### config.mk
export PLATFORM = sky130hd
export DESIGN_NAME = DataMemArbiter
export DESIGN_NICKNAME = d
export VERILOG_FILES = /design/src/verilog/Types.sv /design/src/verilog/DataMemArbiter.sv
export VERILOG_INCLUDE_DIRS = /design/src /design/src/verilog
export SDC_FILE = /design/constraint.sdc
export NUM_CORES = 1
export LEC_CHECK = 0
export ABC_AREA = 1
export BUFFER_PORTS_ARGS = -buffer_cell sky130_fd_sc_hd__clkbuf_2
export CAP_MARGIN = 10
export CORE_AREA = 2 2 94 96
export DETAILED_ROUTE_END_ITERATION = 7
export DIE_AREA = 0 0 96 98
export HOLD_SLACK_MARGIN = 0.02
export PLACE_DENSITY = 0.65
export REMOVE_ABC_BUFFERS = 1
export SYNTH_ARGS = -nofsm -noshare
export SYNTH_HDL_FRONTEND = slang
export SYNTH_SLANG_ARGS = --single-unit
### constraint.sdc
create_clock -name i_clock -period 1.05 [get_ports i_clock]
set_input_delay 0.1575 -clock i_clock [delete_from_list [all_inputs] [get_ports i_clock]]
set_output_delay 0.1575 -clock i_clock [all_outputs]
set_load 0.005 [all_outputs]
### src/verilog/rv_consts.svh
`ifndef RV_CONSTS_SVH
`define RV_CONSTS_SVH

// Datapath widths
`define DATA_WIDTH      32
`define INST_ADDR_WIDTH 32
`define DATA_ADDR_WIDTH 10          // Byte address into the data memory
`define MEM_WORDS       256         // Depth of the data memory in words

// Memory access codes, funct3 encoding
`define ACC_B  3'd0                 // Signed byte
`define ACC_H  3'd1                 // Signed half
`define ACC_W  3'd2                 // Word
`define ACC_BU 3'd4                 // Unsigned byte
`define ACC_HU 3'd5                 // Unsigned half

// Register write-back select
`define WB_ALU 2'd0
`define WB_MEM 2'd1
`define WB_PC4 2'd2

// AXI response codes
`define AXI_OKAY   2'b00
`define AXI_SLVERR 2'b10

`endif

### src/verilog/Types.sv
`include "rv_consts.svh"

package Types;

    // ------------------------------
    // Vector types
    // ------------------------------

    typedef logic [`DATA_WIDTH-1:0]       Data;       // Data word
    typedef logic [`INST_ADDR_WIDTH-1:0]  InstAddr;   // Program counter
    typedef logic [`DATA_ADDR_WIDTH-1:0]  DataAddr;   // Byte address
    typedef logic [$clog2(`MEM_WORDS)-1:0] WordIndex; // Word index into memory
    typedef logic [`DATA_WIDTH/8-1:0]     ByteStrobe; // One bit per byte lane
    typedef logic [2:0]                   MemAccess;  // Access size and sign
    typedef logic [1:0]                   WbSel;      // Write-back source
    typedef logic [1:0]                   AxiResp;    // AXI response code

    // ------------------------------
    // State machines
    // ------------------------------

    // Host port transaction sequence
    typedef enum logic [1:0] {
        HOST_IDLE,
        HOST_WAIT_GRANT,
        HOST_WAIT_ACK,
        HOST_RESP
    } HostState;

    // Outstanding access of the memory stage
    typedef enum logic {
        STAGE_IDLE,
        STAGE_WAIT_ACK
    } StageState;

endpackage

### src/verilog/DataMemArbiter.sv
`timescale 1ns/100ps

module DataMemArbiter
    import Types::*;
(
    input  logic      i_clock,
    input  logic      i_rst,

    // Core requester
    input  logic      i_coreReq,
    input  WordIndex  i_coreAddr,
    input  logic      i_coreWrEnable,
    input  ByteStrobe i_coreWrStrobe,
    input  Data       i_coreWrData,
    output logic      o_coreGnt,
    output logic      o_coreAck,
    output Data       o_coreRdData,

    // Host requester
    input  logic      i_hostReq,
    input  WordIndex  i_hostAddr,
    input  logic      i_hostWrEnable,
    input  ByteStrobe i_hostWrStrobe,
    input  Data       i_hostWrData,
    output logic      o_hostGnt,
    output logic      o_hostAck,
    output Data       o_hostRdData,

    // Toward the memory
    output logic      o_memEnable,
    output WordIndex  o_memAddr,
    output logic      o_memWrEnable,
    output ByteStrobe o_memWrStrobe,
    output Data       o_memWrData,
    input  logic      i_memAck,
    input  Data       i_memRdData);

    logic lastHost;                     // Host won the last arbitration
    logic ownerHost;                    // Host owns the access now in memory

    // Round-robin, the loser of the last conflict wins the next
    assign o_coreGnt   = i_coreReq & (~i_hostReq | lastHost);
    assign o_hostGnt   = i_hostReq & (~i_coreReq | ~lastHost);
    assign o_memEnable = o_coreGnt | o_hostGnt;

    // Winner's request to memory
    assign o_memAddr     = o_hostGnt ? i_hostAddr     : i_coreAddr;
    assign o_memWrEnable = o_hostGnt ? i_hostWrEnable : i_coreWrEnable;
    assign o_memWrStrobe = o_hostGnt ? i_hostWrStrobe : i_coreWrStrobe;
    assign o_memWrData   = o_hostGnt ? i_hostWrData   : i_coreWrData;

    always_ff @(posedge i_clock) begin
        if (i_rst) begin
            lastHost  <= 1'b0;
            ownerHost <= 1'b0;
        end else begin
            ownerHost <= o_hostGnt;                 // Steers next cycle's ack
            if (o_memEnable)
                lastHost <= o_hostGnt;
        end
    end

    // Ack routed to the owner, data shared
    assign o_coreAck    = i_memAck & ~ownerHost;
    assign o_hostAck    = i_memAck & ownerHost;
    assign o_coreRdData = i_memRdData;
    assign o_hostRdData = i_memRdData;

    // At most one grant per cycle
    assert property (@(posedge i_clock) disable iff (i_rst)
        $onehot0({o_coreGnt, o_hostGnt}));

    // Every granted access is acknowledged by the memory one cycle later
    assert property (@(posedge i_clock) disable iff (i_rst)
        o_memEnable |=> i_memAck);

endmodule

# Yosys cells after proc, flatten, opt, wreduce, memory -nomap -nowiden

Index checks and enable logic that the tools add are counted.

Muxes and demuxes: 4
Bitwise logic cells: 11

Operators by type and width:

| kind              | number |
|---|---|
| 32-bit 2-to-1 mux | 1 |
| 8-bit 2-to-1 mux  | 1 |
| 1-bit bitwise AND | 4 |
| 4-bit 2-to-1 mux  | 1 |
| 1-bit inverter    | 4 |
| 1-bit OR          | 3 |
| 1-bit 2-to-1 mux  | 1 |

Bits in registers: 2
Input port bits: 127
Output and inout bits: 114
Logic and storage cells: 17

# Longest topological paths before layout

Depth in word-level cells: 4
Gate-level depth with buffers: 6
Gate-level depth less buffers: 4

# Least setup slack after synthesis

Ideal clock, no wire load.

Kind: register -> output
Start point: register lastHost
End point: output port o_memWrData[11]
Arrival time: 889 ps
Data required time: 892 ps
Slack: 3 ps
Cell stages (with the launch flop): 5
Path through: dfxtp_1 -> nand2_2 -> buf_1 -> nand3_1 -> nand2_1

Word-level cells in the longest chain between the ends: 4

RTL lines:

| element                | line                 | text |
|---|---|---|
| start, declared        | DataMemArbiter.sv:38 | `logic lastHost;` |
| start signal, assigned | DataMemArbiter.sv:59 | `lastHost <= o_hostGnt;` |
| 1-bit inverter         | DataMemArbiter.sv:43 | `assign o_hostGnt = i_hostReq & (~i_coreReq \| ~lastHost);` |
| 1-bit OR               | DataMemArbiter.sv:43 |  |
| 1-bit bitwise AND      | DataMemArbiter.sv:43 |  |
| 32-bit 2-to-1 mux      | DataMemArbiter.sv:50 | `assign o_memWrData = o_hostGnt ? i_hostWrData : i_coreWrData;` |
| end, declared          | DataMemArbiter.sv:34 | `output Data o_memWrData,` |

No other way between the ends.

# Worst setup path after layout

Start point: register lastHost
End point: output port o_memAddr[2]

Word-level cells in the longest chain between the ends: 4

RTL lines:

| element           | line                 | text |
|---|---|---|
| 1-bit inverter    | DataMemArbiter.sv:43 |  |
| 1-bit OR          | DataMemArbiter.sv:43 |  |
| 1-bit bitwise AND | DataMemArbiter.sv:43 |  |
| 8-bit 2-to-1 mux  | DataMemArbiter.sv:47 | `assign o_memAddr = o_hostGnt ? i_hostAddr : i_coreAddr;` |
| end, declared     | DataMemArbiter.sv:31 | `output WordIndex o_memAddr,` |

No other way between the ends.

==> results.json <==
{
  "grt_pass1_vias": 1671,
  "fmax_mhz": 748,
  "grt_usage": 0.155,
  "layout-drive-gt1-share": 0.642,
  "worst_path_max_delay_cell": "dfxtp_2",
  "r2r-start": "lastHost$_SDFFE_PP0P_",
  "die_h_um": 98,
  "async_reset_ff_frac": 0,
  "synthCells": 231,
  "cts_made_buffers": 3,
  "wl_per_cell_um": 19.3,
  "crit_type": "reg -> out",
  "drc": 0,
  "violations": "setup timing",
  "drt_pass1_iterations": 5,
  "relSlewSlack": 0.848,
  "seq_area_um2": 41.3,
  "multiInputGateArea_um2": 769,
  "status": "finished with violations",
  "power.total_mw": 1.30,
  "clock_path_buffers": 2,
  "htreeDepth": 1,
  "cp.required_ps": 890,
  "synth.yosys.seq_area_share": 0.0323,
  "slowest_delay_ps": 320,
  "skew_ps": 0.310,
  "place.gp.congestion": 0.768,
  "grt_start_max_net_pins": 25,
  "clk_pin_slew_ps": 30,
  "maxCapViolations": 0,
  "crit_chain": "nand2_4 > buf_12 > clkbuf_16 > nand3_1 > nand2_1 > clkbuf_2",
  "finalCritPeriodShare": 1.27,
  "rrSetupSlack_ps": -110,
  "hold_viol": 0,
  "worstHoldPathType": "in -> reg",
  "numPortBuffers": 144,
  "hold_buffers": 0,
  "arrival_ps": 1180,
  "routed_wl_mm": 8.27,
  "syn_area_per_cell_um2": 5.37,
  "p_leak_nw": 1.31,
  "critical_path.endpoint": "o_memAddr[2]",
  "report.final.slew_viol_count": 0,
  "synth_common_cells": "94 x nand2_1, 65 x buf_4, 45 x nand3_1",
  "grt_remaining_overflow": 0,
  "cts_tree": "built",
  "dieArea_um2": 9410,
  "dp_cells": 414,
  "fillers": 951,
  "worstMarginPinSlew_ps": 227,
  "antenna_found_initial": 0,
  "critPathLaunch": "lastHost$_SDFFE_PP0P_",
  "cp-end-kind": "primary output",
  "synth-edff-count": 0,
  "synth_seq_cells": 2,
  "root_buffer": "clkbuf_8",
  "syn_area_um2": 1240,
  "diodes": 0,
  "num_vias": 1849,
  "min_period_ps": 1340,
  "synthFlopType": "dfxtp_1",
  "synth.most_common_cell": "nand2_1",
  "yosysTopAreaCellShare": 0.393,
  "r2r-end": "lastHost$_SDFFE_PP0P_",
  "syn_to_final_growth_pct": 66.0,
  "die_w_um": 96,
  "grt_pass1_wl_mm": 10.4,
  "setup_ws_ps": -287,
  "synth_largest_area_cell": "buf_4",
  "vdd_drop_max_mv": 0.245,
  "nets": 450,
  "path_max_fanout": 5,
  "yosysWarnings": 0,
  "synthTopCellsByArea": "buf_4 39%, nand2_1 28%, nand3_1 18%",
  "rsz0062_at_grt": "yes",
  "clock-sinks": 2,
  "layout.cells.non_filler": 429,
  "hpwl_mm": 6.53,
  "start_util": 0.147,
  "ios": 241,
  "ant_nets": 0,
  "post_drt_via_cell_ratio": 4.31,
  "synth_cell_types": 13,
  "power.density_nw_per_um2": 630,
  "startpoint_type": "flip-flop",
  "coreArea_um2": 8470,
  "drt_iter0_drc": 64,
  "setup_viol": 49,
  "rr_worst_depth": 8,
  "rows": 34,
  "insertion_delay_ps": 210
}
per-layer routing:
layer	share of wire	up-vias	global-route usage
li1	-	842	-
met1	0.39	816	0.177
met4	0.0054	0	0.0231
met5	0	-	0.0611
met2	0.41	187	0.214
met3	0.20	4	0.137
worst min-delay path by stage:
stage               startpoint                    to  slack [ps]  cells after the start
6_report                 i_rst  ownerHost$_SDFF_PP0_         130                      2
5_1_grt                  i_rst  ownerHost$_SDFF_PP0_         130                      2
4_1_cts                  i_rst  ownerHost$_SDFF_PP0_         120                      2
3_5_place_dp   i_memRdData[16]      o_coreRdData[16]         320                      0
3_3_place_gp   i_memRdData[16]      o_coreRdData[16]         320                      0
2_1_floorplan            i_rst  ownerHost$_SDFF_PP0_         230                      1
state kept, by name (all words and copies together) (netlist names):
register / cells
lastHost: 1
ownerHost: 1
stage by stage:
step           setup slack, ps  cell area, um2  utilization  hold WS, ps  TNS (ps)
3_3_place_gp             -57.6            1630        0.193          315     -1140
5_1_grt                   -348            2060        0.243          125    -15190
6_report                  -287            2060        0.243          128    -12050
3_5_place_dp             -68.6            1630        0.193          315     -1780
2_1_floorplan             -572             673            -          230    -27230
4_1_cts                   -260            1820        0.215          124    -11420
cell type report:
class	instances	share of cell area
Sequential cell	2	0.0200
Tap cell	108	0.0656
Timing Repair Buffer	165	0.511
Inverter	5	0.0103
Clock buffer	3	0.0200
Multi-Input combinational cell	146	0.373
report_power, final:
group	total (mW)	switching (mW)	internal, mW
clock	0.305	0.0629	0.243
combinational	0.907	0.425	0.482
sequential	0.0861	0.00370	0.0824
total	1.30	0.491	0.807
logic make-up (layout without fill, tap and decap cells):
| kind of cell | after synthesis | count (layout) | share of synthesized area |
|---|---|---|---|
| and+or+nand+nor | 144 | 144 | 0.485 |
| DFF | 2 | 2 | 0.0323 |
| buffers and inverters | 83 | 173 | 0.473 |
| AOI/OAI and AO/OA | 2 | 2 | 0.0101 |
worst max-delay path, delay by kind of cell, from the launching register on:
| kind | cells | cell delay [ps] |
|---|---|---|
| buf+inv | 3 | 400 |
| flops | 1 | 320 |
| simple gates | 3 | 250 |
what timing repair did:
item,in CTS,in global routing
setup endpoints to repair,48,49
resized for setup,15,55
buffers inserted,5,2
gates cloned,2,4
pin swaps,2,5
placed cells by master, fill, tap and decap left out:
master / count
buf_8: 2
nor2_2: 1
nand3_2: 6
buf_6: 3
o21bai_1: 1
nand3_1: 39
buf_12: 4
inv_2: 1
dfxtp_2: 1
dfxtp_1: 1
inv_4: 1
clkbuf_2: 130
nand2_1: 69
clkbuf_8: 3
buf_2: 12
inv_1: 3
a21oi_4: 1
nand2_4: 7
clkbuf_16: 3
nand2_8: 1
nand2_2: 19
buf_16: 2
buf_4: 9
nor2_1: 2
Power figures use the tool's default switching activity.
