**src/verilog/rv_consts.svh**
```systemverilog
`ifndef RV_CONSTS_SVH
`define RV_CONSTS_SVH

// Datapath widths
`define DATA_WIDTH      32
`define INST_ADDR_WIDTH 32
`define DATA_ADDR_WIDTH 10          // Byte address into the data memory
`define MEM_WORDS       256         // Depth of the data memory in words

// Memory access codes, funct3 encoding
`define ACC_B  3'd0                 // Signed byte
`define ACC_H  3'd1                 // Signed half
`define ACC_W  3'd2                 // Word
`define ACC_BU 3'd4                 // Unsigned byte
`define ACC_HU 3'd5                 // Unsigned half

// Register write-back select
`define WB_ALU 2'd0
`define WB_MEM 2'd1
`define WB_PC4 2'd2

// AXI response codes
`define AXI_OKAY   2'b00
`define AXI_SLVERR 2'b10

`endif

```
**src/verilog/Types.sv**
```systemverilog
`include "rv_consts.svh"

package Types;

    // ------------------------------
    // Vector types
    // ------------------------------

    typedef logic [`DATA_WIDTH-1:0]       Data;       // Data word
    typedef logic [`INST_ADDR_WIDTH-1:0]  InstAddr;   // Program counter
    typedef logic [`DATA_ADDR_WIDTH-1:0]  DataAddr;   // Byte address
    typedef logic [$clog2(`MEM_WORDS)-1:0] WordIndex; // Word index into memory
    typedef logic [`DATA_WIDTH/8-1:0]     ByteStrobe; // One bit per byte lane
    typedef logic [2:0]                   MemAccess;  // Access size and sign
    typedef logic [1:0]                   WbSel;      // Write-back source
    typedef logic [1:0]                   AxiResp;    // AXI response code

    // ------------------------------
    // State machines
    // ------------------------------

    // Host port transaction sequence
    typedef enum logic [1:0] {
        HOST_IDLE,
        HOST_WAIT_GRANT,
        HOST_WAIT_ACK,
        HOST_RESP
    } HostState;

    // Outstanding access of the memory stage
    typedef enum logic {
        STAGE_IDLE,
        STAGE_WAIT_ACK
    } StageState;

endpackage

```
**src/verilog/StageMEM.sv**
```systemverilog
`timescale 1ns/100ps
`include "rv_consts.svh"

module StageMEM
    import Types::*;
(
    input  logic      i_clock,
    input  logic      i_rst,

    input  logic      i_valid,          // Instruction present this cycle
    input  InstAddr   i_pc,
    input  Data       i_result,         // ALU result, byte address for memory ops
    input  Data       i_dataB,          // Store data
    input  logic      i_memRdEnable,    // Load
    input  logic      i_memWrEnable,    // Store
    input  MemAccess  i_memAccess,      // Size and sign of the access
    input  WbSel      i_regWrDataSel,   // Write-back source

    output Data       o_regWrData,      // Value for the destination register
    output logic      o_done,
    output logic      o_stall,          // Upstream holds its inputs

    // Memory request side
    output logic      o_memReq,
    output WordIndex  o_memAddr,
    output logic      o_memWrEnable,
    output ByteStrobe o_memWrStrobe,
    output Data       o_memWrData,
    input  logic      i_memGnt,
    input  logic      i_memAck,
    input  Data       i_memRdData);

    StageState   state;
    DataAddr     byteAddr;
    logic [1:0]  byteOff;               // Lane offset inside the word
    logic        memOp;
    logic [7:0]  ldByte;
    logic [15:0] ldHalf;
    Data         loadData;
    InstAddr     pcPlus4;

    assign byteAddr = i_result[`DATA_ADDR_WIDTH-1:0];
    assign byteOff  = byteAddr[1:0];
    assign memOp    = i_memRdEnable | i_memWrEnable;

    // ------------------------------
    // Access tracking
    // ------------------------------

    always_ff @(posedge i_clock) begin
        if (i_rst) begin
            state <= STAGE_IDLE;
        end else begin
            case (state)
                STAGE_IDLE:     if (o_memReq && i_memGnt) state <= STAGE_WAIT_ACK;
                STAGE_WAIT_ACK: if (i_memAck) state <= STAGE_IDLE;
                default:        state <= STAGE_IDLE;
            endcase
        end
    end

    assign o_memReq = (state == STAGE_IDLE) & i_valid & memOp;      // Held until granted
    assign o_stall  = o_memReq | ((state == STAGE_WAIT_ACK) & ~i_memAck);
    assign o_done   = ((state == STAGE_IDLE) & i_valid & ~memOp)   // No memory, same cycle
                    | ((state == STAGE_WAIT_ACK) & i_memAck);

    // ------------------------------
    // Store lane placement
    // ------------------------------

    assign o_memAddr     = byteAddr[`DATA_ADDR_WIDTH-1:2];
    assign o_memWrEnable = i_memWrEnable;

    always_comb begin
        case (i_memAccess)
            `ACC_B, `ACC_BU: begin
                o_memWrStrobe = ByteStrobe'(4'b0001 << byteOff);
                o_memWrData   = {4{i_dataB[7:0]}};    // Replicate into every lane
            end
            `ACC_H, `ACC_HU: begin
                o_memWrStrobe = ByteStrobe'(4'b0011 << byteOff);
                o_memWrData   = {2{i_dataB[15:0]}};
            end
            default: begin
                o_memWrStrobe = 4'b1111;
                o_memWrData   = i_dataB;
            end
        endcase
    end

    // Load extraction and extension
    assign ldByte = i_memRdData[byteOff*8 +: 8];
    assign ldHalf = i_memRdData[byteOff[1]*16 +: 16];

    always_comb begin
        case (i_memAccess)
            `ACC_B:  loadData = {{24{ldByte[7]}}, ldByte};
            `ACC_BU: loadData = {24'h000000, ldByte};
            `ACC_H:  loadData = {{16{ldHalf[15]}}, ldHalf};
            `ACC_HU: loadData = {16'h0000, ldHalf};
            `ACC_W:  loadData = i_memRdData;
            default: loadData = i_memRdData;
        endcase
    end

    // Write-back source
    assign pcPlus4 = i_pc + InstAddr'(4);

    always_comb begin
        case (i_regWrDataSel)
            `WB_ALU: o_regWrData = i_result;
            `WB_MEM: o_regWrData = loadData;      // Valid in the ack cycle
            `WB_PC4: o_regWrData = Data'(pcPlus4);
            default: o_regWrData = i_result;
        endcase
    end

    // Half and word accesses on natural boundaries
    assert property (@(posedge i_clock) disable iff (i_rst)
        (i_valid && memOp) |->
            !((i_memAccess[0] && byteOff[0]) || (i_memAccess[1] && byteOff != 2'b00)));

    // Upstream keeps the operands still while stalled
    assert property (@(posedge i_clock) disable iff (i_rst)
        o_stall |=> $stable(i_result) && $stable(i_memAccess) && $stable(i_dataB));

endmodule

```
**config.mk**
```make
export PLATFORM = sky130hd
export DESIGN_NAME = StageMEM
export DESIGN_NICKNAME = d
export VERILOG_FILES = /design/src/verilog/Types.sv /design/src/verilog/StageMEM.sv
export VERILOG_INCLUDE_DIRS = /design/src /design/src/verilog
export SDC_FILE = /design/constraint.sdc
export NUM_CORES = 1
export LEC_CHECK = 0
export BUFFER_PORTS_ARGS = -buffer_cell sky130_fd_sc_hd__buf_2
export CAP_MARGIN = 20
export CORE_MARGIN = 10
export CORE_UTILIZATION = 35
export CTS_CLUSTER_SIZE = 14
export DETAILED_ROUTE_END_ITERATION = 12
export PLACE_DENSITY = 0.79
export SLEW_MARGIN = 20
export SYNTH_ARGS = -nofsm -noshare
export SYNTH_HDL_FRONTEND = slang
export SYNTH_SLANG_ARGS = --single-unit
export TNS_END_PERCENT = 10
```
**constraint.sdc**
```tcl
create_clock -name i_clock -period 1.85 [get_ports i_clock]
set_input_delay 0.0925 -clock i_clock [delete_from_list [all_inputs] [get_ports i_clock]]
set_output_delay 0.0925 -clock i_clock [all_outputs]
set_load 0.01 [all_outputs]
```
After elaboration in Yosys (flattened, before gate mapping)
Cells that the tools add are included.
Widths: inputs -> output; s select.
{ "totals": {"reg_bits": 1, "latch_bits": 0, "ram_bits": 0, "rom_bits": 0, "output_inout_bits": 80, "wordCells": 33, "memories": 0} }
{ "classes": {"add_sub_neg": 1, "n_mul": 0, "div": 0, "n_lt_le_gt_ge": 0, "eq_ne": 5, "shifts": 4, "muxes": 7, "bitwise_logic": 11, "reduce_logical": 4} }
{ "op_table": {"columns": ["operator", "count"], "rows": [
  ["$pmux 32 s2", 2],
  ["$pmux 32 s4", 1],
  ["$add 32x3->32 const B", 1],
  ["$shiftx 32x6->16", 1],
  ["$shiftx 32x6->8", 1],
  ["$pmux 4 s2", 1],
  ["$eq 3x3->1 const B", 2],
  ["$and 1x1->1", 5],
  ["$reduce_or 2->1", 2],
  ["$shl 1x2->4 const A", 1],
  ["$shl 2x2->4 const A", 1],
  ["$eq 3x1->1 const B", 1],
  ["$logic_not 3->1", 1],
  ["$not 1->1", 3],
  ["$or 1x1->1", 3],
  ["$eq 2x1->1 const B", 1],
  ["$eq 2x2->1 const B", 1],
  ["$mux 1", 2],
  ["$pmux 1 s2", 1],
  ["$logic_and 1x1->1", 1]
]} }

Depth between registers and ports, before layout
{ "depth": {"depth_word": 6, "depth_mapped": 8, "depth_no_buf": 7} }

Least setup slack after synthesis
No wires, ideal clock.
{ "synth_path": {"kind": "input -> output", "startpoint": "input i_regWrDataSel[0]", "endpoint": "output o_regWrData[17]", "t_arrival_ps": 1511, "path_slack_ps": 247, "stages": 7, "path_buffers": 2, "path_cell_list": "inv_1 ha_1 clkbuf_1 inv_1 nand2_1 clkbuf_1 o221ai_1"} }
{ "synth_between": {"elab_chain_len": 2, "elab_cells_between_ends": 3, "classes_between": "2 x eq/ne; 1 x mux"} }
{ "synth_rtl": {"columns": ["item", "line_no", "rtl"], "rows": [
  ["start, declared", "StageMEM.sv:17", "input WbSel i_regWrDataSel,"],
  ["$eq 2x2->1 / $eq 2x1->1 (equally long branches)", "StageMEM.sv:110", "case (i_regWrDataSel)"],
  ["$pmux 32 s2 (*)", "StageMEM.sv:110", null],
  ["end, declared", "StageMEM.sv:19", "output Data o_regWrData,"]
]} }
Every way passes the cells marked *; elsewhere a longest branch is shown, timed or not.

Worst setup path in the final report
{ "layout_path": {"startpoint": "input i_memRdData[31]", "endpoint": "output o_regWrData[30]"} }
{ "layout_between": {"elab_chain_len": 3, "elab_cells_between_ends": 4, "classes_between": "2 x shift; 2 x mux"} }
{ "layout_rtl": {"columns": ["item", "line_no", "rtl"], "rows": [
  ["start, declared", "StageMEM.sv:31", "input Data i_memRdData);"],
  ["$shiftx 32x6->16 / $shiftx 32x6->8 (equally long branches)", "StageMEM.sv:93, StageMEM.sv:92", null],
  ["$pmux 32 s4 (*)", "StageMEM.sv:96", "case (i_memAccess)"],
  ["$pmux 32 s2 (*)", "StageMEM.sv:110", null]
]} }
Marked as above.

==> out/results.tsv <==
metric	value	unit
status	completed	
slew_headroom	69.21	%
place_area	0.003521	mm2
gr-total-overflow	0	
fmax	0.5616	GHz
cp-start-kind	input pin	
largest_register_ffs	1	
stdcell_area	0.003567	mm2
io_buffers	219	
endpoint_kind	primary output	
combPwrFrac	97.6	%
row_count	30	
clk_latency	0	ps
synth_edf_count	0	
synthFlopType	dfxtp_1	
met1Wirelength	4.961	mm
yosysSeqAreaShare	0.8294	%
grt_pass1_wl	18.93	mm
area_growth	47.80	%
start_util	35.72	%
fin_nets	703	
ios	220	
cp_common_cell	buf_2	
die_x	103.0	um
vias_per_cell	5.628	
synth_top_cells_by_area	mux2_2 7.5%, xor2_1 7.3%, mux2i_1 6.6%	
first_pass_iters	5	
cp.arrival	1690	ps
synth_seq_cells	1	
die_area	0.01062	mm2
clk_pin_slew	0	ps
rsz0062_at_grt	yes	
vias	3596	
dp_hpwl	11.01	mm
post-route-period-util	96.26	%
synth_top_cell_by_area	mux2_2	
cp_top_family	simple AND/OR/NAND/NOR gates	
avgSynthCellArea	6.704	um2
largest_register	state	
syn_area	0.002414	mm2
synth_cell_types	46	
finalSetupViolCount	0	
p_leak	1.815	nW
antenna_found_initial	1	
finalWirelength	12.58	mm
place.gp.congestion	0.8959	
yosysTopAreaCellShare	7.465	%
ir_drop	0.1569	mV
hold_viol	0	
core_region_area	0.006756	mm2
slew_viol_final	0	
synth_nets	503	
post-place-ws	39.92	ps
swShare	54.18	%
drive_above_1_share	49.64	%
utilization	52.80	%
internal-power	0.0004539	W
drc_errors	0	
wl_met2	6.238	mm
skew	0	ps
dr.max_layer_used	met4	
layout_setup_ws	69.25	ps
critPathBufInv	2	
die_y	103.0	um
crit_type	in2out	
final.fill_count	692	
cp_slowest_cell	or4_4	
pwr-share-seq	2.4	%
crit_chain	buf_2, mux2_1, and3_1, or4_4, a22oi_1, o21ai_0, buf_2	
holdWs	250.5	ps
powerDensity	277.7	mW/mm2
post_drt_wl_per_cell	19.68	um
path_max_fanout	4	
grt_pass1_vias	3501	
required	1760	ps
drv_cap	0	
synthCells	360	
worst_slew_pin_slew	460.9	ps
p_switching	0.0005368	W
track_usage	21.97	%
reg_top3	state (1)	
hp-class	in2reg	
grt_start_max_net_pins	24	
met3_length	1.123	mm
min_period	1781	ps
antenna_left	0	
drt_iter0_drc	177	
slowest_delay	550	ps
yosysWarnings	0	
clock_power_share	0	%
async_flop_share	0	%
power by group through the flow:
stage	logic [W]	clock network [W]	registers, W
final	0.000967	0.0000000000722	0.0000240
after global routing	0.00106	0.0000000000722	0.0000241
after CTS	0.000960	0	0.0000240
after detailed placement	0.000956	0	0.0000240
after global placement	0.000941	0	0.0000239
after floorplan	0.000514	0	0.0000238
synthesized netlist by cell type, types with 2 or more instances:
cell type,number
a211oi_1,2
a21oi_1,31
a221o_1,4
a221oi_1,7
a22oi_1,9
a2bb2oi_1,3
and3_1,10
buf_2,7
buf_4,18
clkbuf_1,18
ha_1,3
inv_1,15
mux2_2,16
mux2i_1,16
nand2_1,37
nand2b_1,6
nand3_1,17
nand4_1,8
nor2_1,14
nor2b_1,6
nor3_1,3
nor4_1,3
nor4_2,2
o21ai_0,31
o221ai_1,5
o221ai_2,9
o22ai_1,15
xnor2_1,8
xor2_1,20
metrics by stage:
stage                      power, W  std cells  setup TNS (ps)
after floorplan           0.0005375        360               0
after global placement    0.0009652        637               0
after detailed placement  0.0009798        637               0
after CTS                 0.0009841        637               0
after global routing       0.001079        639          -8.026
final                     0.0009906        639               0
area by class of cell:
cell class | count | area (um2) | share of cell area [%]
Multi-Input combinational cell | 299 | 2112 | 59.21
Antenna cell | 1 | 2.502 | 0.07015
Timing Repair Buffer | 243 | 1276 | 35.78
Tap cell | 80 | 100.1 | 2.806
Sequential cell | 1 | 20.02 | 0.5612
Inverter | 15 | 56.30 | 1.578
kinds of logic (layout without fill, tap and decap cells):
logic type,after synthesis,count (layout),share of synthesized area [%]
adder cells (fa/ha/maj),3,3,1.555
XOR/XNOR,28,28,10.16
buffers and inverters,60,258,13.17
flip-flops,1,1,0.8295
AND/OR/NAND/NOR,114,114,24.73
other,0,1,0
multiplexers,34,34,15.50
AO/OA/AOI/OAI,120,120,34.06
per-layer routing:
metal	global-route usage, %	up-vias
met4	3.743	0
met2	38.08	183
met3	4.960	24
met1	27.26	1657
met5	0	-
li1	-	1732
timing repair:
item	4_1_cts	5_1_grt
hold buffers	0	0
setup endpoints to repair	0	11
resized for setup	0	5
setup buffers	0	1
cell usage in the layout, fill, tap and decap left out, drive strengths merged, types with 2 or more instances in the layout:
cell,count
a211oi,2
xor2,20
nand4,9
buf,243
xnor2,8
ha,3
nand2,38
a221oi,7
nor2b,6
mux2i,16
nor2,14
a22oi,9
o22ai,15
a2bb2oi,3
inv,15
a21oi,31
nor4,5
nand3,17
o221ai,14
a221o,4
mux2,17
nor3,4
nand2b,6
and3,10
o21ai,32
final timing paths:
check / endpoint / slack, ps / from / cells past startpoint
worst max-delay path: o_regWrData[30] / 70 / i_memRdData[31] / 7
worst min-delay path: state$_SDFF_PP0_ / 250 / i_rst / 2
worst max register to register: state$_SDFF_PP0_ / 880 / state$_SDFF_PP0_ / 4
worst min register to register: state$_SDFF_PP0_ / 510 / state$_SDFF_PP0_ / 2
Power figures use the tool's default switching activity.
