## config.mk

```make
export PLATFORM = sky130hd
export DESIGN_NAME = AxiLiteHostPort
export DESIGN_NICKNAME = d
export VERILOG_FILES = /design/src/verilog/Types.sv /design/src/verilog/AxiLiteHostPort.sv
export VERILOG_INCLUDE_DIRS = /design/src /design/src/verilog
export SDC_FILE = /design/constraint.sdc
export NUM_CORES = 1
export LEC_CHECK = 0
export BUFFER_PORTS_ARGS = -buffer_cell sky130_fd_sc_hd__buf_2
export CORE_MARGIN = 2
export CORE_UTILIZATION = 42
export CTS_CLUSTER_SIZE = 12
export DETAILED_ROUTE_END_ITERATION = 10
export PLACE_DENSITY = 0.82
export SYNTH_ARGS = -nofsm -noshare
export SYNTH_HDL_FRONTEND = slang
export SYNTH_SLANG_ARGS = --single-unit
export TNS_END_PERCENT = 30
```

## constraint.sdc

```tcl
create_clock -name i_clock -period 6 [get_ports i_clock]
set_input_delay 0.6 -clock i_clock [delete_from_list [all_inputs] [get_ports i_clock]]
set_output_delay 0.6 -clock i_clock [all_outputs]
set_load 0.05 [all_outputs]
```

## src/verilog/rv_consts.svh

```systemverilog
`ifndef RV_CONSTS_SVH
`define RV_CONSTS_SVH

// Datapath widths
`define DATA_WIDTH      32
`define INST_ADDR_WIDTH 32
`define DATA_ADDR_WIDTH 10          // Byte address into the data memory
`define MEM_WORDS       256         // Depth of the data memory in words

// Memory access codes, funct3 encoding
`define ACC_B  3'd0                 // Signed byte
`define ACC_H  3'd1                 // Signed half
`define ACC_W  3'd2                 // Word
`define ACC_BU 3'd4                 // Unsigned byte
`define ACC_HU 3'd5                 // Unsigned half

// Register write-back select
`define WB_ALU 2'd0
`define WB_MEM 2'd1
`define WB_PC4 2'd2

// AXI response codes
`define AXI_OKAY   2'b00
`define AXI_SLVERR 2'b10

`endif

```

## src/verilog/Types.sv

```systemverilog
`include "rv_consts.svh"

package Types;

    // ------------------------------
    // Vector types
    // ------------------------------

    typedef logic [`DATA_WIDTH-1:0]       Data;       // Data word
    typedef logic [`INST_ADDR_WIDTH-1:0]  InstAddr;   // Program counter
    typedef logic [`DATA_ADDR_WIDTH-1:0]  DataAddr;   // Byte address
    typedef logic [$clog2(`MEM_WORDS)-1:0] WordIndex; // Word index into memory
    typedef logic [`DATA_WIDTH/8-1:0]     ByteStrobe; // One bit per byte lane
    typedef logic [2:0]                   MemAccess;  // Access size and sign
    typedef logic [1:0]                   WbSel;      // Write-back source
    typedef logic [1:0]                   AxiResp;    // AXI response code

    // ------------------------------
    // State machines
    // ------------------------------

    // Host port transaction sequence
    typedef enum logic [1:0] {
        HOST_IDLE,
        HOST_WAIT_GRANT,
        HOST_WAIT_ACK,
        HOST_RESP
    } HostState;

    // Outstanding access of the memory stage
    typedef enum logic {
        STAGE_IDLE,
        STAGE_WAIT_ACK
    } StageState;

endpackage

```

## src/verilog/AxiLiteHostPort.sv

```systemverilog
`timescale 1ns/100ps
`include "rv_consts.svh"

module AxiLiteHostPort
    import Types::*;
(
    input  logic      i_clock,
    input  logic      i_rst,

    // Write address and data
    input  logic      i_awvalid,
    input  Data       i_awaddr,
    output logic      o_awready,
    input  logic      i_wvalid,
    input  Data       i_wdata,
    input  ByteStrobe i_wstrb,
    output logic      o_wready,

    // Write response
    output logic      o_bvalid,
    output AxiResp    o_bresp,
    input  logic      i_bready,

    // Read address and data
    input  logic      i_arvalid,
    input  Data       i_araddr,
    output logic      o_arready,
    output logic      o_rvalid,
    output Data       o_rdata,
    output AxiResp    o_rresp,
    input  logic      i_rready,

    // Memory request side
    output logic      o_memReq,
    output WordIndex  o_memAddr,
    output logic      o_memWrEnable,
    output ByteStrobe o_memWrStrobe,
    output Data       o_memWrData,
    input  logic      i_memGnt,
    input  logic      i_memAck,
    input  Data       i_memRdData);

    HostState  state;
    logic      wrAccept;                // AW and W taken together
    logic      rdAccept;
    Data       reqAddr;
    logic      inRange;
    logic      isWrite;
    WordIndex  addrIdx;
    ByteStrobe wrStrb;
    Data       wrData;
    AxiResp    resp;
    Data       rdData;

    // ------------------------------
    // Address phase
    // ------------------------------

    assign wrAccept = (state == HOST_IDLE) & i_awvalid & i_wvalid;
    assign rdAccept = (state == HOST_IDLE) & ~wrAccept & i_arvalid;  // Write first
    assign reqAddr  = wrAccept ? i_awaddr : i_araddr;
    assign inRange  = reqAddr < (`MEM_WORDS * (`DATA_WIDTH / 8));

    assign o_awready = wrAccept;
    assign o_wready  = wrAccept;
    assign o_arready = rdAccept;

    always_ff @(posedge i_clock) begin
        if (i_rst) begin
            state <= HOST_IDLE;
        end else begin
            case (state)
                HOST_IDLE:
                    if (wrAccept || rdAccept)
                        state <= inRange ? HOST_WAIT_GRANT : HOST_RESP;  // Skip memory
                HOST_WAIT_GRANT:
                    if (i_memGnt) state <= HOST_WAIT_ACK;
                HOST_WAIT_ACK:
                    if (i_memAck) state <= HOST_RESP;
                HOST_RESP:
                    if ((isWrite && i_bready) || (!isWrite && i_rready))
                        state <= HOST_IDLE;
                default:
                    state <= HOST_IDLE;
            endcase
        end
    end

    // Transaction payload
    always_ff @(posedge i_clock) begin
        if (wrAccept || rdAccept) begin
            isWrite <= wrAccept;
            addrIdx <= reqAddr[`DATA_ADDR_WIDTH-1:2];
            wrData  <= i_wdata;
            wrStrb  <= i_wstrb;
            resp    <= inRange ? `AXI_OKAY : `AXI_SLVERR;
            rdData  <= '0;                          // Stays 0 on SLVERR
        end else if (state == HOST_WAIT_ACK && i_memAck && !isWrite) begin
            rdData  <= i_memRdData;
        end
    end

    // ------------------------------
    // Memory request and response
    // ------------------------------

    assign o_memReq      = (state == HOST_WAIT_GRANT);
    assign o_memAddr     = addrIdx;
    assign o_memWrEnable = isWrite;
    assign o_memWrStrobe = wrStrb;
    assign o_memWrData   = wrData;

    assign o_bvalid = (state == HOST_RESP) & isWrite;
    assign o_rvalid = (state == HOST_RESP) & ~isWrite;
    assign o_bresp  = resp;
    assign o_rresp  = resp;
    assign o_rdata  = rdData;

    // Only one response channel active
    assert property (@(posedge i_clock) disable iff (i_rst)
        !(o_bvalid && o_rvalid));

    // Read response held until the host takes it
    assert property (@(posedge i_clock) disable iff (i_rst)
        (o_rvalid && !i_rready) |=> o_rvalid && $stable(o_rdata) && $stable(o_rresp));

endmodule

```

After elaboration in Yosys (flattened, before gate mapping)
Cells that the tools add are included.

word-level totals
  flip-flop bits (word level) = 81
  input port bits = 141
  output and inout bits = 87
  word-level logic and storage cells = 40

cells by class
  $lt $le $gt $ge = 1
  equality and inequality tests = 7
  mux-type cells = 8
  bitwise gates (word level) = 8
  reduce and logical (&&, ||, !) cells = 9

operators with widths
  cell                    count
  $lt A32 B11 Y1 const B  1
  $mux W32                1
  $mux W2                 6
  $pmux W2 S4             1
  $and A1 B1 Y1           6
  $eq A2 B2 Y1 const B    2
  $logic_and A1 B1 Y1     4
  $ne A2 B1 Y1 const B    2
  $ne A2 B2 Y1 const B    2
  $reduce_and A4 Y1       1
  $eq A2 B1 Y1 const B    1
  $logic_not A2 Y1        1
  $logic_or A1 B1 Y1      2
  $not A1 Y1              2
  $logic_not A1 Y1        1

Logic depth before layout (Yosys ltp)
Gate-level depths: netlist (run 1).

  depth in word-level cells = 9
  gate-level depth with buffers = 8
  depth with buffers taken out = 7

Least setup slack after synthesis (run 1)
Ideal clock, no wire load.

  kind = input port to flip-flop
  start point = in i_awvalid
  end point = reg resp[1] (netlist: o_bresp[1]), enable pin
  library setup time = 385 ps
  data arrival time = 2206 ps
  data required time = 5615 ps
  path slack = 3408 ps
  stages = 5
  buffers on the path = 2
  cells stage by stage = nand3_1 -> inv_2 -> or2_1 -> clkbuf_1 -> buf_2

on the way
  word-level cells in the longest chain between the ends = 6

ends and longest elaborated chain
  element                         line                   text
  from (decl)                     AxiLiteHostPort.sv:11  input logic i_awvalid,
  $and A1 B1 Y1 (*) (2 in a row)  AxiLiteHostPort.sv:59  assign wrAccept = (state == HOST_IDLE) & i_awvalid & i_wvalid;
  net o_awready                   AxiLiteHostPort.sv:13  output logic o_awready,
  $not A1 Y1                      AxiLiteHostPort.sv:60  assign rdAccept = (state == HOST_IDLE) & ~wrAccept & i_arvalid;
  $and A1 B1 Y1 (2 in a row)      AxiLiteHostPort.sv:60
  $logic_or A1 B1 Y1 (*)          AxiLiteHostPort.sv:91  if (wrAccept || rdAccept) begin
  to (signal assigned)            AxiLiteHostPort.sv:96  resp <= inRange ? `AXI_OKAY : `AXI_SLVERR;
  to (decl)                       AxiLiteHostPort.sv:52  AxiResp resp;

Mark *: on every way through the listed nets, which the timed path passes. The rest lies on a longest branch.
A chain may end at the register's enable or synchronous reset.

Final worst setup path (run 1)
  start point = reg state[1]
  end point = out o_wready

on the way
  word-level cells in the longest chain between the ends = 3

ends and longest elaborated chain
  element                     line                   text
  from (decl)                 AxiLiteHostPort.sv:43  HostState state;
  from (signal assigned)      AxiLiteHostPort.sv:75  state <= inRange ? HOST_WAIT_GRANT : HOST_RESP;
  $logic_not A2 Y1            AxiLiteHostPort.sv:59
  $and A1 B1 Y1 (2 in a row)  AxiLiteHostPort.sv:59
  to (decl)                   AxiLiteHostPort.sv:17  output logic o_wready,

No other way between the ends.

==> flow_summary.toml, run 1 <==
[setup_path]
ff2ff_path_depth = 6
worst-path-max-fanout = 10
required_ns = 5.40
worstSetupPathType = "reg2out"
crit_arrival_ns = 1.92
crit_path_end_kind = "output pin"
critPathLaunchType = "flip-flop"

[synthesis]
netlist_instances = 246
synthTopCellsByArea = "edfxtp_1 47%, dfxtp_1 23%, nand2_1 8.4%"
synth_area_per_cell_um2 = 12.0
async_flop_share = 0
synth_cell_types = 30
synth_enable_flop_cells = 46
synth-main-ff-cell = "edfxtp_1"
yosysTopAreaCellShare = 0.467
ys_ff_latch = 80
yosysWarnings = 0
synth_top_cell_by_area = "edfxtp_1"
netlist_area_um2 = 2960
ys_seq_area_frac = 0.698

[grt]
grt-ovfl-total = 0
grt.total_usage = 0.188
grt_pass1_wl_um = 11100
grt_max_degree = 79
grt_antenna_before_repair = 0
grt_pass1_vias = 2446

[route]
wl_per_cell_um = 13.3
dr.first_iter.drc_count = 92
firstDrtPassIters = 4
drc_errors = 0
vias = 2614
ant_nets = 0
drt_wl_total_um = 7560
routed_via_density = 4.59

[timing]
fin_crit_sh = 0.420
setup_tns_ns = 0
fin_skew_ns = 0.00869
fmax_ghz = 0.397
hold_viol_final = 0
period_needed_ns = 2.52
slew-limit-headroom = 0.406
finalMaxSlewViolations = 0
worst_pin_slew_ns = 0.891
rsz0062_at_grt = "no"
setup_viol = 0

[floorplanning]
rows = 30
die_w_um = 87.9
die_h_um = 87.9
die_area_um2 = 7720
start_util = 0.435
pin_count = 228
core-area_um2 = 6790

[final_layout]
utilization = 0.645
stdcell_area_um2 = 4380
stdcell_count = 569
areaGrowthSynthToFinish_pct = 48.3
drive_gt1_frac = 0.535
final_nets = 614
diodes = 0
num-fill-cells = 522

[cts]
htreeDepth = 3
cts_root_buf = "clkbuf_8"
clkSinkCount = 80
cts_tree = "done"
clock_latency_ns = 0.33
ctsLongestPathBuffers = 2
cts_buffers = 9
cts_resized = 0
post-cts-setup-buffer-count = 0
path_clk_slew_ns = 0.09
holdBufCountCts = 0

[placed_design]
dpl_cell_area_um2 = 4140
place_inst = 553
dp_hpwl_um = 5860
port_buffers = 221
gp_congestion = 0.727

[pwr]
ir_drop_mv = 0.464
leakagePower_nw = 2.03
power_density_nw_per_um2 = 483

[worst_hold_path]
min_path_cells = 1
hp-class = "in2reg"

[job]
max-cap-violations = 0

[outcome]
status = "complete, no violations"
## cells in the mapped netlist, types with 2 or more instances
cell type / count
a21oi_1: 32
and2_1: 2
buf_2: 3
buf_4: 4
clkbuf_1: 7
dfxtp_1: 34
edfxtp_1: 46
ha_1: 5
inv_1: 5
mux2_2: 8
nand2_1: 66
nand3_1: 2
nand3b_1: 2
nand4_1: 2
nor2_1: 5
nor4_1: 8
nor4_2: 2
## flip-flops by register name, summed over array words and instances (netlist names)
name and flops:
o_bresp 1, state 2, o_memWrEnable 1, o_memAddr 8
o_memWrStrobe 4, o_rdata 32, o_memWrData 32
## power breakdown
group | total, mW | internal [mW] | switching [mW] | leakage (nW)
Clock | 0.471 | 0.280 | 0.191 | 0.117
Combinational | 0.862 | 0.190 | 0.672 | 1.20
Sequential | 0.784 | 0.738 | 0.0457 | 0.710
## cell usage in the layout, fill, tap and decap left out, drive strengths merged, types with 2 or more instances in the layout
cell    count
edfxtp     46
buf       224
mux2        8
and2        2
a21oi      32
nand3       2
dfxtp      34
nand3b      2
bufinv      3
nand2      66
clkbuf     10
nor2        5
inv         8
nand4       2
conb        2
ha          5
nor4       10
## cell families (layout without fill, tap and decap cells)
family | count (synthesis) | after routing | share of synthesized area
buf+inv | 20 | 246 | 0.0318
flops | 80 | 80 | 0.698
fa+ha+maj | 5 | 5 | 0.0212
other cells | 1 | 2 | 0.00127
mux | 9 | 9 | 0.0339
compound gates | 37 | 37 | 0.0690
simple gates | 94 | 94 | 0.145
## critical path, stage by stage, from the launching register on
cell	delay, ns
dfxtp_1	0.33
inv_1	0.12
ha_1	0.21
nand3_1	0.38
inv_2	0.24
buf_2	0.30
## area by class of cell
cell class | count | area [um^2] | share of cell area
Clock buffer | 10 | 128 | 0.0291
Multi-Input combinational cell | 147 | 808 | 0.184
Timing Repair Buffer | 224 | 1130 | 0.257
Sequential cell | 80 | 2060 | 0.470
Clock inverter | 6 | 115 | 0.0263
Inverter | 6 | 22.5 | 0.00514
Tap cell | 96 | 120 | 0.0274
## per-stage QoR
| stage | worst slack (ns) | total power [mW] | hold slack (ns) |
|---|---|---|---|
| 2_1_floorplan | 3.41 | 1.45 | 0.505 |
| 3_3_place_gp | 3.49 | 1.65 | 0.439 |
| 3_5_place_dp | 3.43 | 1.67 | 0.444 |
| 4_1_cts | 3.41 | 2.14 | 0.421 |
| 5_1_grt | 3.24 | 2.22 | 0.409 |
| 6_report | 3.48 | 2.12 | 0.435 |
## path summary, 6_finish.rpt
path / startpoint / endpoint / slack (ns)
worst min register to register: o_rdata[29] / o_rdata[29] / 0.45
worst max-delay path: state[1] / o_wready / 3.48
worst min-delay path: i_wdata[11] / o_memWrData[11] / 0.43
worst max register to register: state[1] / o_memWrEnable / 3.48
## metal layers
| layer | GRT usage | wire length (um) |
|---|---|---|
| met3 | 0.0518 | 723 |
| met5 | 0 | 0 |
| met4 | 0.0797 | 150 |
| met2 | 0.353 | 3970 |
| met1 | 0.196 | 2710 |
(Power assumes the default switching activity.)
==> run 2: changes to the inputs <==
CORE_UTILIZATION = 39   (was 42)
PLACE_DENSITY = 0.77   (was 0.82)
clock period = 2.5 ns   (was 6 ns; I/O delays follow)
==> flow_summary.toml, run 2 (synthesis results as in run 1) <==
[cts]
ctsLongestPathBuffers = 2
holdBufCountCts = 0
clkSinkCount = 80
cts_tree = "done"
path_clk_slew_ns = 0.08
post-cts-setup-buffer-count = 0
clock_latency_ns = 0.34
cts_root_buf = "clkbuf_8"
cts_buffers = 9
cts_resized = 0
htreeDepth = 3

[grt]
grt_pass1_vias = 2558
grt_antenna_before_repair = 0
grt-ovfl-total = 0
grt_pass1_wl_um = 12000
grt_max_degree = 79
grt.total_usage = 0.186

[final_layout]
stdcell_area_um2 = 4400
final_nets = 616
seq_area_um2 = 2060
diodes = 0
areaGrowthSynthToFinish_pct = 49.0
drive_gt1_frac = 0.537
num-fill-cells = 635
layout_commonest_cell = "buf_2"
final_cell_mix = "221 x buf_2, 66 x nand2_1, 46 x edfxtp_1"
multi_input_area_um2 = 808

[setup_path]
slowest_stage = "buf_4"
cpPeakStageDelay_ns = 0.66
path_cells = "inv_1 > ha_1 > nand3_1 > inv_2 > or2_2 > buf_4"
crit_arrival_ns = 2.03
crit_path_end_kind = "flip-flop"
required_ns = 2.47
r2r_start = "state[1]"
crit_start = "state[1]"
worst-path-max-fanout = 78
worstSetupPathType = "reg2reg"
critPathLaunchType = "flip-flop"

[route]
firstDrtPassIters = 4
vias = 2687
routed_via_density = 4.68
dr.first_iter.drc_count = 80
drc_errors = 0
drt_wl_total_um = 7740
ant_nets = 0
wl_per_cell_um = 13.5

[pwr]
ir_drop_mv = 0.804
total_power_mw = 5.10
power_density_nw_per_um2 = 1160
intPower_mw = 2.91
power.switching_mw = 2.19
swShare = 0.430
pwr-share-comb = 0.408
clockPowerShare = 0.223
leakagePower_nw = 2.04
power_frac_seq = 0.369

[timing]
hold_viol_final = 0
setup_viol = 0
worst_pin_slew_ns = 0.887
rsz0062_at_grt = "no"
slew-limit-headroom = 0.409
fmax_ghz = 0.484
setup_tns_ns = 0
finalMaxSlewViolations = 0
fin_skew_ns = 0.00299
fin_crit_sh = 0.826
period_needed_ns = 2.06

[placed_design]
gp_congestion = 0.760
port_buffers = 221
dpl_cell_area_um2 = 4160
dp_hpwl_um = 5960

[outcome]
status = "complete, no violations"

[floorplanning]
core-area_um2 = 7290
die_h_um = 91.1
start_util = 0.405
pin_count = 228
die_area_um2 = 8290
die_w_um = 91.1
rows = 31

[job]
max-cap-violations = 0

[worst_hold_path]
hold_path.startpoint = "i_wdata[17]"
hp-class = "in2reg"
==> run 2: changes by cell type in the layout (fill, tap and decap cells not counted) <==
cell   before  now
buf_4       3    5
==> run 2: cell type report <==
cell class	instances	area share
clock inverter	6	0.0261
clock buffer	10	0.0290
tap	99	0.0281
sequential	80	0.468
timing repair buffer	226	0.260
inverter	6	0.00512
multi-input combinational	147	0.184
==> run 2: metal layers <==
metal,routed length (um),GRT usage
met2,4110,0.354
met1,2770,0.191
met3,734,0.0573
met4,128,0.0606
met5,0,0
==> run 2: power groups by stage <==
stage	clock network, mW	registers (mW)	logic (mW)
after floorplan	0	2.92	0.564
after global placement	0	1.90	2.06
after detailed placement	0	1.92	2.09
after CTS	1.16	1.89	2.09
after global routing	1.22	1.92	2.20
final	1.14	1.88	2.08
==> run 2: metrics by stage <==
stage / setup WS (ns) / hold WS (ns) / cells / utilization
6_report: 0.436 / 0.0801 / 574 / 0.604
3_5_place_dp: 0.452 / 0.428 / 558 / 0.571
3_3_place_gp: 0.490 / 0.428 / 558 / 0.571
4_1_cts: 0.437 / 0.0583 / 574 / 0.604
2_1_floorplan: 0.168 / 0.323 / 247 / -
5_1_grt: 0.211 / 0.0556 / 574 / 0.604
==> run 2: worst paths after layout <==
check                                  endpoint  slack (ns)  cells after the start
worst max-delay path            o_memWrData[31]        0.44                      6
worst min-delay path            o_memWrData[17]        0.08                      1
worst max register to register  o_memWrData[31]        0.44                      6
worst min register to register      o_rdata[24]        0.45                      2
==> run 2: worst max-delay path: cells and delay by family, from the launching register on <==
family        cells  cell delay (ns)
flops             1             0.34
simple gates      2             0.23
buf+inv           3             0.88
fa+ha+maj         1             0.20
==> run 3: changes to the inputs <==
CORE_UTILIZATION = 36   (was 39)
PLACE_DENSITY = 0.75   (was 0.77)
clock period = 1.75 ns   (was 2.5 ns; I/O delays follow)
==> flow_summary.toml, run 3 (synthesis results as in run 1) <==
[outcome]
status = "complete, no violations"

[route]
vias = 2828
drt_wl_total_um = 8400
drc_errors = 0
ant_nets = 0
firstDrtPassIters = 4
routed_via_density = 4.61
wl_per_cell_um = 13.7
dr.first_iter.drc_count = 78

[floorplanning]
core-area_um2 = 8090
rows = 33
pin_count = 228
start_util = 0.365
die_h_um = 94.6
die_area_um2 = 8950
die_w_um = 94.6

[grt]
grt_max_degree = 53
grt-ovfl-total = 0
grt_antenna_before_repair = 0
grt_pass1_wl_um = 12300
grt.total_usage = 0.179
grt_pass1_vias = 2629

[pwr]
power_density_nw_per_um2 = 1500
pwr-share-comb = 0.444
ir_drop_mv = 1.00
power.switching_mw = 3.25
clockPowerShare = 0.178
power_frac_seq = 0.378
intPower_mw = 3.87
swShare = 0.456
leakagePower_nw = 2.17

[final_layout]
seq_area_um2 = 2060
num-fill-cells = 692
final_nets = 650
drive_gt1_frac = 0.515
utilization = 0.588
final_cell_mix = "221 x buf_2, 66 x nand2_1, 46 x edfxtp_1"
areaGrowthSynthToFinish_pct = 61.0
stdcell_area_um2 = 4760
layout_commonest_cell = "buf_2"
multi_input_area_um2 = 831
diodes = 0

[timing]
fin_skew_ns = 0.0106
period_needed_ns = 1.67
finalHoldWorstSlack_ns = 0.0228
hold_viol_final = 0
fmax_ghz = 0.600
setup_tns_ns = 0
rsz0062_at_grt = "no"
finalMaxSlewViolations = 0
setup_viol = 0
fin_crit_sh = 0.952

[setup_path]
r2r_slack_ns = 0.08
worst-path-max-fanout = 52
required_ns = 1.82
ff2ff_path_depth = 6
critPathLaunchType = "flip-flop"
worstSetupPathType = "reg2reg"
crit_path_end_kind = "flip-flop"
cpPeakStageDelay_ns = 0.37
path_cells = "inv_1 > ha_2 > nand3_4 > inv_8 > or2_2 > buf_12"
crit_arrival_ns = 1.73
crit_family = "simple AND/OR/NAND/NOR gates"
slowest_stage = "dfxtp_1"
cp_num_buf_inv = 3
cp.depth = 6

[cts]
clock_latency_ns = 0.34
path_clk_slew_ns = 0.09
cts_buffers = 9
clkSinkCount = 80
ctsLongestPathBuffers = 2
htreeDepth = 3
cts_tree = "done"
cts_root_buf = "clkbuf_8"
post-cts-setup-buffer-count = 0

[placed_design]
gp_congestion = 0.762
port_buffers = 221
dpl_cell_area_um2 = 4240
dp_hpwl_um = 6070

[job]
max-cap-violations = 0

[worst_hold_path]
hp-class = "in2reg"
min_path_cells = 1
## run 3: what timing repair did
| item | CTS | global route |
|---|---|---|
| endpoints found under the hold margin | 33 | 0 |
| hold buffers | 33 | 0 |
| resized for setup | 0 | 2 |
| endpoints found under the setup margin | 0 | 20 |
## run 3: worst paths after layout
path                            to       start
hold reg to reg         o_rdata[5]  o_rdata[5]
setup reg to reg   o_memWrData[14]    state[1]
hold / removal    o_memWrStrobe[0]  i_wstrb[0]
setup / recovery   o_memWrData[14]    state[1]
## run 3: layout make-up
cell class / count / share of cell area
sequential: 80 / 0.433
tap: 105 / 0.0276
multi-input combinational: 147 / 0.175
clock buffer: 9 / 0.0260
clock inverter: 7 / 0.0129
timing repair buffer: 260 / 0.319
inverter: 6 / 0.00631
## run 3: power by group through the flow
| stage | sequential (mW) | clock, mW | combinational (mW) |
|---|---|---|---|
| 3_5_place_dp | 2.73 | 0 | 3.10 |
| 6_report | 2.69 | 1.27 | 3.16 |
| 4_1_cts | 2.69 | 1.32 | 3.16 |
| 2_1_floorplan | 4.16 | 0 | 0.872 |
| 5_1_grt | 2.74 | 1.39 | 3.34 |
| 3_3_place_gp | 2.71 | 0 | 3.05 |
## run 3: layer usage
metal  track usage  vias to the layer above  share of wire
met5             0                        -              0
met4        0.0471                        0         0.0063
met1         0.183                     1306           0.36
met3        0.0479                        4          0.083
met2         0.353                      145           0.55
li1              -                     1373              -
## run 3: through the flow
| step | setup slack, ns | std cells | total power [mW] |
|---|---|---|---|
| 2_1_floorplan | 0.00567 | 247 | 5.04 |
| 3_3_place_gp | 0.111 | 565 | 5.75 |
| 3_5_place_dp | 0.0677 | 565 | 5.83 |
| 4_1_cts | 0.0457 | 614 | 7.18 |
| 5_1_grt | 0.0166 | 614 | 7.46 |
| 6_report | 0.0833 | 614 | 7.12 |
